[src/design/lfsr8.sv]
`timescale 1ns/1ps

module lfsr8 (
  input  logic       clk,
  input  logic       rstn,
  input  logic [7:0] seed,
  output logic [7:0] rnd
);

  logic [7:0] state;
  logic       feedback;

  // Taps 8, 6, 5, 4 give the full 255-state cycle.
  assign feedback = state[7] ^ state[5] ^ state[4] ^ state[3];

  // A zero seed would lock the register at zero.
  always_ff @(posedge clk) begin
    if (rstn) begin
      state <= seed;
    end else begin
      state <= {state[6:0], feedback};
    end
  end

  assign rnd = state;

endmodule

[config.mk]
export PLATFORM = sky130hd
export DESIGN_NAME = lfsr8
export DESIGN_NICKNAME = d
export VERILOG_FILES = /design/src/design/lfsr8.sv
export SDC_FILE = /design/constraint.sdc
export NUM_CORES = 1
export LEC_CHECK = 0
export BUFFER_PORTS_ARGS = -buffer_cell sky130_fd_sc_hd__buf_2
export CAP_MARGIN = 30
export CORE_AREA = 2 2 39 41
export DETAILED_ROUTE_END_ITERATION = 10
export DIE_AREA = 0 0 41 43
export HOLD_SLACK_MARGIN = 0.12
export SLEW_MARGIN = 20
export SYNTH_ARGS = -nofsm -noshare
export SYNTH_HDL_FRONTEND = slang
export SYNTH_SLANG_ARGS = --single-unit
[constraint.sdc]
create_clock -name clk -period 1.6 [get_ports clk]
set_input_delay 0 -clock clk [delete_from_list [all_inputs] [get_ports clk]]
set_output_delay 0 -clock clk [all_outputs]
set_load 0.02 [all_outputs]
==> flow_metrics.tcl <==
set metrics [dict create \
    grt_setup_unrepaired "false" \
    ys.warnings.count 0 \
    core_mm2 0.00138 \
    postCtsSetupBuffers 0 \
    ir_worst_vdd_v 0.000446 \
    grt_max_degree 10 \
    critPathMaxFanout 9 \
    end_kind "flip-flop" \
    use_met1 0.0747 \
    final_hold_viol_count 0 \
    use_met2 0.128 \
    die_area_mm2 0.00176 \
    crit_slowest_cell "dlygate4sd3_1" \
    tns_ns 0 \
    drv_slew 0 \
    cts_tree "yes" \
    fillers 136 \
    numCtsBuffers 3 \
    clock-sinks 8 \
    worstHoldPathType "flip-flop to flip-flop" \
    die_w_um 41 \
    grt_pass1_vias 268 \
    design_area_um2 502 \
    drtAntennaViolNets 0 \
    finClkSkew_ns 0.00168 \
    synthToLayoutAreaGrowth_pct 75.9 \
    ctsResizeCount 0 \
    crit_top_cell "dlygate4sd3_1" \
    fin_crit_sh 0.778 \
    p_total_mw 0.526 \
    worstMarginPinSlew_ns 0.176 \
    timing.fmax_mhz 804 \
    maxSlewHeadroom 0.882 \
    grtUsageTotal 0.0856 \
    power.density_mw_per_mm2 1050 \
    crit_type "input port to flip-flop" \
    vias 253 \
    drt-total-wl_um 645 \
    port_buffers 17 \
    ios 18 \
    largest_reg_flops 8 \
    syn_area_per_cell_um2 13.6 \
    crit_required_ns 1.74 \
    drive_above_1_share 0.440 \
    synth_area_um2 285 \
    finalSetupViolCount 0 \
    wl_per_cell_um 9.77 \
    synthesis.nets 31 \
    grt-busiest-layer "met2" \
    synthCells 21 \
    diodes 0 \
    startpoint_type "input port" \
    clockBufferDepth 2 \
    postSynthRegisterBits 8 \
    p_leak_nw 0.227 \
    first_pass_iters 2 \
    crit_chain "dlygate4sd3_1 > buf_2 > nand2_1 > dlygate4sd3_1 > o21ai_1" \
    drv_cap 0 \
    num-nets-final 62 \
    clock_latency_ns 0.25 \
    grt_remaining_overflow 0 \
    path_clk_slew_ns 0.05 \
    finalWeightedCongestion 0.646 \
    drt_iter0_drc 1 \
    yosysSeqAreaShare 0.561 \
    min_period_ns 1.24 \
    h-tree-depth 1 \
    status "finished clean" \
    synthDistinctLibCells 7 \
    viasPerCell 3.83 \
    antenna_found_initial 0 \
    slowest_delay_ns 0.54 \
    grt_first_pass_wirelength_um 931 \
    use_met3 0.0942 \
    drc 0 \
    clockRootBuffer "clkbuf_4" \
    rows 14 \
    initial_core_util 0.206 \
    cp.arrival_ns 1.38 \
    r2r_slack_ns 0.75 \
    dpl_cell_area_um2 379 \
    dieHeight_um 43 \
]
## cells by family (layout without fill, tap and decap cells)
family	after synthesis	count (layout)	share of synthesized area
mux	7	7	0.276
buf+inv	1	30	0.0395
compound gates	1	1	0.0175
simple gates	1	1	0.0131
xor+xnor	3	3	0.0921
flops	8	8	0.561
## worst paths after layout
kind | startpoint | end | depth (start not counted)
worst min register to register | rnd[6]$_DFF_P_ | rnd[7]$_DFF_P_ | 1
worst min-delay path | rnd[6]$_DFF_P_ | rnd[7]$_DFF_P_ | 1
worst max register to register | rnd[3]$_DFF_P_ | rnd[0]$_DFF_P_ | 3
worst max-delay path | rstn | rnd[0]$_DFF_P_ | 5
## Yosys cell counts (all sizes together)
cell type | number | area [um^2]
buf | 1 | 11.3
xnor2 | 3 | 26.3
dfxtp | 8 | 160
mux2 | 7 | 78.8
nand2 | 1 | 3.75
o21ai | 1 | 5.00
## cell usage in the layout, fill, tap and decap left out
master	n
buf_2	17
dlygate4sd3_1	10
dfxtp_1	8
mux2_1	5
xnor2_1	3
clkbuf_4	3
mux2_2	2
nand2_1	1
o21ai_1	1
## metal layers
layer  part of all wire  vias to the layer above
li1                   -                      129
met4                  0                        0
met5                  0                        -
met1               0.44                      104
met2               0.46                       20
met3              0.098                        0
## final cells by class
class	count	area [um^2]	area share
timing repair buffer	27	185	0.369
sequential	8	160	0.319
multi-input combinational	12	114	0.227
clock buffer	3	22.5	0.0449
tap	16	20.0	0.0399
## worst max-delay path, delay by kind of cell
family,cells,cell delay (ns)
compound gates,1,0.06
simple gates,1,0.07
buf+inv,3,1.25
## through the flow
stage / std cells / hold WS [ns] / utilization / worst slack [ns]
6_report: 66 / 0.459 / 0.363 / 0.356
5_1_grt: 66 / 0.487 / 0.363 / 0.302
4_1_cts: 66 / 0.463 / 0.363 / 0.370
3_5_place_dp: 53 / 0.213 / 0.274 / 0.749
3_3_place_gp: 53 / 0.213 / 0.274 / 0.756
2_1_floorplan: 21 / 0.119 / - / 0.688
## repair_timing
action / CTS / global route
endpoints found under the hold margin: 8 / 0
hold buffers: 10 / 0
endpoints found under the setup margin: 0 / 0
## power breakdown
part	switching [mW]	internal (mW)	leakage [nW]
Combinational	0.0646	0.0697	0.146
Sequential	0.0158	0.227	0.0675
Clock	0.0632	0.0855	0.0138
Total	0.144	0.382	0.227
No activity file was read; power rests on OpenSTA's default activity.
