[config.mk]
export PLATFORM = sky130hd
export DESIGN_NAME = sram_write_channel
export DESIGN_NICKNAME = d
export VERILOG_FILES = /design/src/design/sram_pkg.sv /design/src/design/axi_pkg.sv /design/src/design/sram_write_channel.sv
export VERILOG_INCLUDE_DIRS = /design/src /design/src/design
export SDC_FILE = /design/constraint.sdc
export NUM_CORES = 1
export LEC_CHECK = 0
export BUFFER_PORTS_ARGS = -buffer_cell sky130_fd_sc_hd__buf_4
export CORE_UTILIZATION = 41
export CTS_BUF_LIST = sky130_fd_sc_hd__clkbuf_4 sky130_fd_sc_hd__clkbuf_8 sky130_fd_sc_hd__clkbuf_16
export DETAILED_ROUTE_END_ITERATION = 12
export GPL_TIMING_DRIVEN = 0
export PLACE_DENSITY_LB_ADDON = 0.25
export SLEW_MARGIN = 20
export SYNTH_ARGS = -nofsm -noshare
export SYNTH_HDL_FRONTEND = slang
export SYNTH_SLANG_ARGS = --single-unit
[constraint.sdc]
create_clock -name clk -period 2.7 [get_ports clk]
set_clock_uncertainty 0.05 [all_clocks]
set_input_delay 0.135 -clock clk [delete_from_list [all_inputs] [get_ports clk]]
set_output_delay 0.135 -clock clk [all_outputs]
set_load 0.02 [all_outputs]
[src/design/sram_macros.svh]
`ifndef SRAM_MACROS_SVH
`define SRAM_MACROS_SVH

// Byte address and data path widths.
`define SRAM_ADDR_W 32
`define SRAM_DATA_W 32
`define SRAM_STRB_W 4

// Word index width for 256 words.
`define SRAM_IDX_W 8

// Read latency floor; the LFSR adds 0 to 255 on top.
`define SRAM_RD_MIN_LAT 10

// Cycles from the later of AW and W to the array write.
`define SRAM_WR_LAT 2

`endif
[src/design/sram_pkg.sv]
`include "sram_macros.svh"

package sram_pkg;

  // Array read port whose data comes back combinationally.
  typedef struct packed {
    logic [`SRAM_IDX_W-1:0] idx;
  } sram_rd_t;

  // Array write port with one cycle of en per write.
  typedef struct packed {
    logic                    en;
    logic [`SRAM_IDX_W-1:0]  idx;
    logic [`SRAM_DATA_W-1:0] data;
    logic [`SRAM_STRB_W-1:0] strb;
  } sram_wr_t;

endpackage

[src/design/axi_pkg.sv]
`include "sram_macros.svh"

package axi_pkg;

  typedef enum logic [1:0] {
    RESP_OKAY   = 2'b00,
    RESP_EXOKAY = 2'b01,
    RESP_SLVERR = 2'b10,
    RESP_DECERR = 2'b11
  } axi_resp_e;

  // Read address channel.
  typedef struct packed {
    logic [`SRAM_ADDR_W-1:0] araddr;
  } axi_ar_t;

  // Read data channel.
  typedef struct packed {
    logic [`SRAM_DATA_W-1:0] rdata;
    axi_resp_e               rresp;
  } axi_r_t;

  // Write address channel.
  typedef struct packed {
    logic [`SRAM_ADDR_W-1:0] awaddr;
  } axi_aw_t;

  // Write data channel.
  typedef struct packed {
    logic [`SRAM_DATA_W-1:0] wdata;
    logic [`SRAM_STRB_W-1:0] wstrb;
  } axi_w_t;

  // Write response channel.
  typedef struct packed {
    axi_resp_e bresp;
  } axi_b_t;

endpackage

[src/design/sram_write_channel.sv]
`timescale 1ns/1ps
`include "sram_macros.svh"

module sram_write_channel
  import axi_pkg::*, sram_pkg::*;
(
  input  logic     clk,
  input  logic     rstn,
  input  axi_aw_t  aw,
  input  logic     aw_valid,
  output logic     aw_ready,
  input  axi_w_t   w,
  input  logic     w_valid,
  output logic     w_ready,
  output axi_b_t   b,
  output logic     b_valid,
  input  logic     b_ready,
  output sram_wr_t wr
);

  localparam int CNT_W = $clog2(`SRAM_WR_LAT + 1);
  localparam int OFF_W = $clog2(`SRAM_STRB_W);

  logic                    have_addr;
  logic                    have_data;
  logic [CNT_W-1:0]        cnt;
  logic [`SRAM_IDX_W-1:0]  idx;
  logic [`SRAM_DATA_W-1:0] data;
  logic [`SRAM_STRB_W-1:0] strb;
  logic                    aw_fire;
  logic                    w_fire;
  logic                    b_fire;
  logic                    start;
  logic                    done;

  assign aw_ready = ~have_addr;
  assign w_ready  = ~have_data;
  assign aw_fire  = aw_valid & aw_ready;
  assign w_fire   = w_valid & w_ready;
  assign b_fire   = b_valid & b_ready;

  // Both halves present after this edge, with at least one arriving now.
  assign start = (aw_fire | w_fire) & (have_addr | aw_fire) & (have_data | w_fire);

  assign done = have_addr && have_data && (cnt <= CNT_W'(1)) && (!b_valid || b_ready);

  // Write enable lands on the same edge that raises b_valid.
  assign wr = '{en: done, idx: idx, data: data, strb: strb};

  always_ff @(posedge clk) begin
    if (rstn) begin
      have_addr <= 1'b0;
      have_data <= 1'b0;
      cnt       <= '0;
      b_valid   <= 1'b0;
    end else begin
      if (b_fire) begin
        b_valid <= 1'b0;
      end
      if (cnt != '0) begin
        cnt <= cnt - CNT_W'(1);
      end
      if (aw_fire) begin
        have_addr <= 1'b1;
      end
      if (w_fire) begin
        have_data <= 1'b1;
      end
      if (start) begin
        cnt <= CNT_W'(`SRAM_WR_LAT);
      end
      if (done) begin
        have_addr <= 1'b0;
        have_data <= 1'b0;
        b_valid   <= 1'b1;
      end
    end
  end

  always_ff @(posedge clk) begin
    if (aw_fire) begin
      idx <= aw.awaddr[OFF_W +: `SRAM_IDX_W];
    end
    if (w_fire) begin
      data <= w.wdata;
      strb <= w.wstrb;
    end
    if (done) begin
      b.bresp <= RESP_OKAY;
    end
  end

endmodule

==> results.json <==
{
  "run_status": "completed",
  "area_delta_synth_final_pct": 85.06,
  "slowest_delay_ns": 0.74,
  "critPathKind": "flop to flop",
  "synth_area_leaders": "edfxtp_1 83%, dfxtp_1 6.3%, buf_4 1.4%",
  "cts_sinks": 49,
  "syn_avg_cell_area_um2": 21.98,
  "synth_top_family_by_area": "simple AND/OR/NAND/NOR gates",
  "cts.htree.levels": 2,
  "tightest_slew_ns": 0.7659,
  "antenna_cells": 0,
  "yosysWarnings": 0,
  "leakage_uw": 0.001242,
  "power_density_nw_per_um2": 568.3,
  "row_count": 22,
  "power.switching_uw": 353.4,
  "cts_buffers": 5,
  "grt_pass1_wl_mm": 5.692,
  "synth_compound_area_share_pct": 3.478,
  "required_ns": 2.58,
  "ys_seq_elements": 49,
  "fin_crit_ns": 1.536,
  "worst-path-max-fanout": 36,
  "place_congestion": 0.6371,
  "grt_overflow": 0,
  "finalWirelength_mm": 3.757,
  "netlist_area_um2": 1583,
  "synth-simple-area-share_pct": 4.585,
  "grt_max_degree": 37,
  "die_y_um": 64.13,
  "finalSetupTns_ns": 0,
  "via_per_inst": 4.341,
  "internal_power_uw": 1311,
  "rsz0062_at_grt": "no",
  "crit_chain": "and2b_2",
  "cp.arrival_ns": 1.41,
  "clk_path_buf_depth": 2,
  "setup_viol": 0,
  "insertion_delay_ns": 0.29,
  "dpl.hpwl_mm": 2.189,
  "cts-root-buf": "clkbuf_8",
  "crit_path_end_kind": "flop",
  "max_freq_mhz": 651.1,
  "fin_nets": 294,
  "synth_top_cell_by_area": "edfxtp_1",
  "crit_family": "simple AND/OR/NAND/NOR gates",
  "synth_cell_types": 20,
  "critPathBufInv": 0,
  "swShare_pct": 21.23,
  "cts-resized-gates": 0,
  "die_area_um2": 4113,
  "core_area_um2": 3689,
  "vdd_drop_max_uv": 462.2,
  "seq_area_frac_synth_pct": 89.80,
  "cts.clk_slew.worst_paths_ns": 0.08,
  "finalCritPeriodShare_pct": 56.89,
  "drt_iter0_markers": 43,
  "tritoncts": "built",
  "drv_cap": 0,
  "p_seq_share_pct": 53.9,
  "io_buffers": 96,
  "pin_count": 123,
  "vias": 1172,
  "cpMaxStageDelayCell": "and2b_2",
  "slew_viol_final": 0,
  "final_layout_size_suffix_gt1_share_pct": 50.00,
  "hold_viol": 0,
  "synth_top_area_share_pct": 83.48,
  "wire_per_inst_um": 13.91,
  "p_comb_share_pct": 16.0,
  "drcViolationCount": 0,
  "grtUsageTotal_pct": 19.35,
  "dr.pass1.iters": 4,
  "grt_pass1_vias": 1242,
  "drtAntennaViolNets": 0,
  "crit_path_start_kind": "flop",
  "die_width_um": 64.13,
  "muxShareOfSynthArea_pct": 0,
  "p_clk_share_pct": 30.1,
  "synth-adder-area-share_pct": 0,
  "slew_headroom_pct": 48.94,
  "hp-class": "primary input to flop",
  "netlist_instances": 72,
  "antenna_found_initial": 0,
  "start_util_pct": 42.91,
  "final_core_util_pct": 79.41,
  "synth-xor-area-share_pct": 0
}
-- worst paths after layout --
| path | endpoint | slack (ns) | cells after the start | from |
|---|---|---|---|---|
| min reg2reg | cnt[1] | 0.47 | 2 | cnt[0] |
| max | data[26] | 1.16 | 1 | have_data |
| max reg2reg | data[26] | 1.16 | 1 | have_data |
| min | have_data | 0.12 | 3 | w_valid |
-- per-stage QoR --
| step | hold slack [ns] | std cells | power (uW) | area, um^2 | worst slack [ns] |
|---|---|---|---|---|---|
| after CTS | 0.1127 | 270 | 1677 | 2929 | 1.143 |
| after floorplan | 0.1496 | 73 | 1002 | 1587 | 1.006 |
| after global placement | 0.2632 | 217 | 1120 | 2367 | 0.7394 |
| final | 0.1168 | 270 | 1665 | 2929 | 1.164 |
| after detailed placement | 0.2643 | 217 | 1126 | 2369 | 1.158 |
| after global routing | 0.1472 | 270 | 1726 | 2929 | 1.068 |
-- cell usage in the layout, fill, tap and decap left out, types with 2 or more instances in the layout --
| cell | n |
|---|---|
| buf_4 | 99 |
| dlygate4sd3_1 | 45 |
| edfxtp_1 | 44 |
| dfxtp_1 | 5 |
| clkbuf_8 | 5 |
| and2b_2 | 2 |
| inv_1 | 2 |
| a21oi_1 | 2 |
| nor2_1 | 2 |
| conb_1 | 2 |
-- repair_timing --
action	CTS	global route
buffers inserted	0	0
hold buffers	45	0
hold endpoints to repair	46	0
-- cell usage after synthesis (all sizes together) --
master / number
a211oi: 1
and2b: 2
and3b: 1
buf: 3
o21bai: 1
nand2: 1
o31a: 1
edfxtp: 44
and2: 2
nor2: 2
nand3b: 1
inv: 2
o32ai: 1
nor3b: 1
a21oi: 2
conb: 1
nand2b: 1
dfxtp: 5
-- final cells by class --
cell class | count | area [um^2]
Sequential cell | 49 | 1421
Timing Repair Buffer | 141 | 1171
Fill cell | 206 | 759.5
Multi-Input combinational cell | 19 | 136.4
Clock buffer | 6 | 76.32
Tap cell | 48 | 60.06
Clock inverter | 2 | 33.78
Buffer | 3 | 22.52
Inverter | 2 | 7.507
-- logic make-up after synthesis --
family,Yosys count
AO/OA/AOI/OAI,6
buffers and inverters,5
flip-flops,49
other,1
AND/OR/NAND/NOR,11
-- registers in the layout, indices dropped and copies added, names as in the netlist --
register   count
data          32
cnt            2
have_data      1
idx            8
b_valid        1
strb           4
have_addr      1
-- per-layer routing --
layer  track usage (%)  vias to the layer above  wire length, um
met5                 0                        -                0
met4             6.111                        0               54
met3             6.786                        6              335
met2             38.56                       70             2134
met1             17.85                      533             1233
li1                  -                      563                -
-- power groups by stage --
stage	clock, uW	sequential [uW]	combinational (uW)
global route	541	902	282
finish	501	897	267
floorplan	0	964	37.6
global placement	0	912	208
CTS	516	896	265
detailed placement	0	914	213
Power figures use the tool's default switching activity.
