<file path="src/design/sram_macros.svh">
`ifndef SRAM_MACROS_SVH
`define SRAM_MACROS_SVH

// Byte address and data path widths.
`define SRAM_ADDR_W 32
`define SRAM_DATA_W 32
`define SRAM_STRB_W 4

// Word index width for 256 words.
`define SRAM_IDX_W 8

// Read latency floor; the LFSR adds 0 to 255 on top.
`define SRAM_RD_MIN_LAT 10

// Cycles from the later of AW and W to the array write.
`define SRAM_WR_LAT 2

`endif
</file>
<file path="src/design/sram_pkg.sv">
`include "sram_macros.svh"

package sram_pkg;

  // Array read port whose data comes back combinationally.
  typedef struct packed {
    logic [`SRAM_IDX_W-1:0] idx;
  } sram_rd_t;

  // Array write port with one cycle of en per write.
  typedef struct packed {
    logic                    en;
    logic [`SRAM_IDX_W-1:0]  idx;
    logic [`SRAM_DATA_W-1:0] data;
    logic [`SRAM_STRB_W-1:0] strb;
  } sram_wr_t;

endpackage

</file>
<file path="src/design/axi_pkg.sv">
`include "sram_macros.svh"

package axi_pkg;

  typedef enum logic [1:0] {
    RESP_OKAY   = 2'b00,
    RESP_EXOKAY = 2'b01,
    RESP_SLVERR = 2'b10,
    RESP_DECERR = 2'b11
  } axi_resp_e;

  // Read address channel.
  typedef struct packed {
    logic [`SRAM_ADDR_W-1:0] araddr;
  } axi_ar_t;

  // Read data channel.
  typedef struct packed {
    logic [`SRAM_DATA_W-1:0] rdata;
    axi_resp_e               rresp;
  } axi_r_t;

  // Write address channel.
  typedef struct packed {
    logic [`SRAM_ADDR_W-1:0] awaddr;
  } axi_aw_t;

  // Write data channel.
  typedef struct packed {
    logic [`SRAM_DATA_W-1:0] wdata;
    logic [`SRAM_STRB_W-1:0] wstrb;
  } axi_w_t;

  // Write response channel.
  typedef struct packed {
    axi_resp_e bresp;
  } axi_b_t;

endpackage

</file>
<file path="src/design/sram_read_channel.sv">
`timescale 1ns/1ps
`include "sram_macros.svh"

module sram_read_channel
  import axi_pkg::*, sram_pkg::*;
(
  input  logic                    clk,
  input  logic                    rstn,
  input  axi_ar_t                 ar,
  input  logic                    ar_valid,
  output logic                    ar_ready,
  output axi_r_t                  r,
  output logic                    r_valid,
  input  logic                    r_ready,
  input  logic [7:0]              rnd,
  output sram_rd_t                rd,
  input  logic [`SRAM_DATA_W-1:0] rd_data
);

  // Enough bits for the minimum latency plus the largest LFSR value.
  localparam int CNT_W = $clog2(`SRAM_RD_MIN_LAT + 256);
  localparam int OFF_W = $clog2(`SRAM_STRB_W);

  logic                   busy;
  logic [CNT_W-1:0]       cnt;
  logic [`SRAM_IDX_W-1:0] idx;
  logic                   ar_fire;
  logic                   r_fire;
  logic                   done;

  assign ar_ready = ~busy;
  assign ar_fire  = ar_valid & ar_ready;
  assign r_fire   = r_valid & r_ready;

  // The count reaches 1 on the last waiting cycle; an R still waiting
  // for r_ready holds the new data back.
  assign done = busy && (cnt <= CNT_W'(1)) && (!r_valid || r_ready);

  assign rd.idx = idx;

  always_ff @(posedge clk) begin
    if (rstn) begin
      busy    <= 1'b0;
      cnt     <= '0;
      r_valid <= 1'b0;
    end else begin
      if (r_fire) begin
        r_valid <= 1'b0;
      end
      if (cnt != '0) begin
        cnt <= cnt - CNT_W'(1);
      end
      if (ar_fire) begin
        busy <= 1'b1;
        cnt  <= CNT_W'(rnd) + CNT_W'(`SRAM_RD_MIN_LAT);
      end
      if (done) begin
        busy    <= 1'b0;
        r_valid <= 1'b1;
      end
    end
  end

  // Upper address bits are not decoded.
  always_ff @(posedge clk) begin
    if (ar_fire) begin
      idx <= ar.araddr[OFF_W +: `SRAM_IDX_W];
    end
    if (done) begin
      r.rdata <= rd_data;
      r.rresp <= RESP_OKAY;
    end
  end

endmodule

</file>
<file path="config.mk">
export PLATFORM = sky130hd
export DESIGN_NAME = sram_read_channel
export DESIGN_NICKNAME = d
export VERILOG_FILES = /design/src/design/sram_pkg.sv /design/src/design/axi_pkg.sv /design/src/design/sram_read_channel.sv
export VERILOG_INCLUDE_DIRS = /design/src /design/src/design
export SDC_FILE = /design/constraint.sdc
export NUM_CORES = 1
export LEC_CHECK = 0
export BUFFER_PORTS_ARGS = -buffer_cell sky130_fd_sc_hd__buf_2
export CAP_MARGIN = 20
export CORE_ASPECT_RATIO = 1.2
export CORE_MARGIN = 10
export CORE_UTILIZATION = 40
export CTS_BUF_LIST = sky130_fd_sc_hd__clkbuf_16
export DETAILED_ROUTE_END_ITERATION = 10
export GPL_ROUTABILITY_DRIVEN = 0
export GPL_TIMING_DRIVEN = 0
export PLACE_DENSITY_LB_ADDON = 0.3
export SYNTH_ARGS = -nofsm -noshare
export SYNTH_HDL_FRONTEND = slang
export SYNTH_SLANG_ARGS = --single-unit
export TNS_END_PERCENT = 5
</file>
<file path="constraint.sdc">
create_clock -name clk -period 5.5 [get_ports clk]
set_input_delay 0 -clock clk [delete_from_list [all_inputs] [get_ports clk]]
set_output_delay 0 -clock clk [all_outputs]
set_load 0.02 [all_outputs]
</file>
==> results.md <==
- Post-synthesis share of cell area spent on xor and xnor gates: 3.599%
- Hold crit path type: in -> reg
- Critical Path, Cell by Cell: nor3_1 -> o2111ai_1 -> nor2b_4
- # diodes: 0
- HPWL after DPL: 3778 µm
- Top cells by area in the synthesized netlist: sky130_fd_sc_hd__edfxtp_1 62%, sky130_fd_sc_hd__dfxtp_1 11%, sky130_fd_sc_hd__xor2_1 2.2%, sky130_fd_sc_hd__ha_1 1.9%, sky130_fd_sc_hd__nor2_1 1.9%
- Number of DRC markers in iteration 0: 66
- Register bit total from synthesis: 51
- Largest clock skew in the final design: 0.004815 ns
- TritonCTS sink count: 51
- Starting density of the core: 41.76%
- Predominant post-synthesis flop cell: sky130_fd_sc_hd__edfxtp_1
- Slew at the pin with the worst max-slew slack: 0.8731 ns
- CP Max Fanout: 33
- Vias in the first global route: 1,606
- Storage cell area: 1421 µm²
- Row cnt: 27
- Number of vias per cell after detailed routing: 4.652
- Average detailed-routed wire length per instance: 15.88 µm
- Synthesized area per cell: 15.45 µm²
- Clock edge transition at the registers on the reported setup and hold paths: 0.07 ns
- Worst Path Required: 5.41 ns
- Filler cells: 345
- Static leakage: 1.293 nW
- Quantity of I/O buffers inserted on ports: 93
- Simple-gate area share of the yosys netlist: 10.48%
- Area after DPL: 2496 µm²
- Total Negative Setup Slacks: 0 ns
- Maximum number of pins on one net before global-route repair: 34
- Total setup violations reported at the end of the flow: 0
- Distinct cell type count after synthesis: 38
- Met2 routed WL: 2576 µm
- Buffer count from post-CTS setup fixing: 0
- Worst stage delay on the critical path: 0.76 ns
- Later-pin clock latency in the skew report: 0.28 ns
- CP delay by family, top: simple AND/OR/NAND/NOR gates
- Dominant combinational cell family by area after synthesis: simple AND/OR/NAND/NOR gates
- Hold violation total from the final report: 0
- Area of the die: 8069 µm²
- IR drop worst, VDD: 0.1845 mV
- Kind of end point of the critical path: flip-flop
- Total wire length: 5207 µm
- Time the final worst path needs with I/O delays and setup: 2.308 ns
- Run status: finished clean
- Number of antenna violations at the first check in global routing: 0
- Buffer cell driving the clock tree root: sky130_fd_sc_hd__clkbuf_16
- Post-cts sizing count: 0
- Power per cell area: 341.5 nW/µm²
- Fmax achieved: 433.3 MHz
- Top routing layer in use: met4
- Net count of the finished layout: 348
- Total power: 0.001054 W
- Deepest clock path buffer count: 2
- Worst-path cell with the longest stage delay: sky130_fd_sc_hd__nor2b_4
- Commonest cells after routing, fill and taps aside: 93 x sky130_fd_sc_hd__buf_2, 42 x sky130_fd_sc_hd__dlygate4sd3_1, 40 x sky130_fd_sc_hd__edfxtp_1
- Area delta synth->final: 58.48%
- Worst path arrival time: 2.22 ns
- Fraction of post-synthesis cell area in the top cell type by area: 61.70%
- Worst setup path category: reg -> reg
- CORE AREA: 4662 µm²
- Util after Layout: 66.18%
- Post-synthesis instance total: 126
- First-pass GRT wire length: 8293 µm
- Final ANT Viol Nets: 0
- Synthesized-area fraction occupied by ao, oa, aoi and oai cells: 7.905%
- Final worst-path cycle share: 41.97%
- Commonest non-fill, non-tap cell in the layout: sky130_fd_sc_hd__buf_2
- Dominant cell type by area after synthesis: sky130_fd_sc_hd__edfxtp_1
- Rel. slew slack: 41.67%
- Area share of fa/ha/maj cells after synthesis: 1.928%
- Total DRC errors in the routed layout: 0
- Die Ht: 96.43 µm
- Proportion of layout cells with a drive suffix above 1: 41.85%
- Worst slack after detailed placement: 3.204 ns
- Multiplexer share of the synthesized area: 0.7712%
- Maximum capacitance violations: 0
- I/O pin cnt: 120
- Share of synthesized flip-flops with an asynchronous set or reset: 0%
- Multi-input logic area: 495.5 µm²
- Buffer and inverter count on the worst path: 0
- Detailed route wirelength on metal3: 325 µm
- Routed metal-1 wirelength: 2259 µm
- Total congestion overflow after global routing: 0
- Number of buffers added by the clock tree synthesis step: 5
- RSZ-0062 raised after global routing: no
- Via Count: 1,526
- Total number of H-tree levels: 2
- Netlist area before placement: 1947 µm²
- Worst Setup Slack, final: 3.192 ns
- Crit start category: flip-flop
- Cell area after layout: 3085 µm²
- Count of flip-flops with a built-in enable after synthesis: 40
- Max-slew violation count: 0
- Proportion of synthesized chip area in sequential cells: 73.01%
- Total GRT Usage: 12.73%
- Synth warnings: 0
- Initial DRT Pass Iterations: 4
- Die X: 83.69 µm
- CTS tree: done
repair_timing:
action / 4_1_cts / 5_1_grt
hold buffers: 42 / 0
endpoints found under the setup margin: 0 / 0
endpoints found under the hold margin: 42 / 0
cells in the mapped netlist, drive strengths merged, types with 2 or more instances:
cell,count
dfxtp,11
nand3b,2
clkbuf,2
inv,5
nand3,2
buf,2
ha,3
nor3,4
nor2,10
o21ai,4
nor4,2
or3,2
xor2,5
xnor2,3
a211oi,4
nand2,2
a21oi,4
nand2b,4
edfxtp,40
cell families after synthesis:
| family | Yosys count |
|---|---|
| buf+inv | 9 |
| simple gates | 33 |
| flops | 51 |
| other cells | 1 |
| xor+xnor | 8 |
| mux | 1 |
| fa+ha+maj | 3 |
| compound gates | 20 |
power breakdown:
part,leakage [nW],internal (W),switching [W]
Sequential,0.457,0.000459,0.0000257
Combinational,0.752,0.000104,0.000122
Clock,0.0838,0.000214,0.000127
Total,1.29,0.000778,0.000275
sequential cells by signal, indices dropped and copies added (netlist names):
name and count:
busy 1, cnt 9, r 32, r_valid 1, rd 8
routing by layer:
metal | track usage (%) | up-vias
met5 | 0 | -
met3 | 4.104 | 5
met1 | 15.04 | 703
li1 | - | 752
met2 | 22.06 | 66
met4 | 3.352 | 0
cell type report:
cell class,count,area share [%]
Sequential cell,51,46.07
Timing Repair Buffer,135,28.71
Multi-Input combinational cell,67,16.06
Clock buffer,5,4.055
Tap cell,58,2.352
Clock inverter,3,1.419
Buffer,4,0.7299
Inverter,5,0.6083
final timing paths:
kind | startpoint | to | slack, ns | cells past startpoint
max reg2reg | cnt[2] | r[14] | 3.19 | 3
max | cnt[2] | r[14] | 3.19 | 3
min | r_ready | r_valid | 0.008 | 3
min reg2reg | r_valid | r_valid | 0.50 | 2
metrics by stage:
stage	hold WS (ns)	instances
final	0.007984	328
after global routing	0.03540	328
after CTS	0.01112	328
after detailed placement	0.1787	278
after global placement	0.1771	278
after floorplan	0.09887	127
worst register-to-register path: cells and delay by family, from the launching register on:
kind / cells / cell delay, ns
AOI/OAI and AO/OA: 1 / 0.31
and+or+nand+nor: 2 / 1.25
DFF: 1 / 0.36
(Power assumes the default switching activity.)
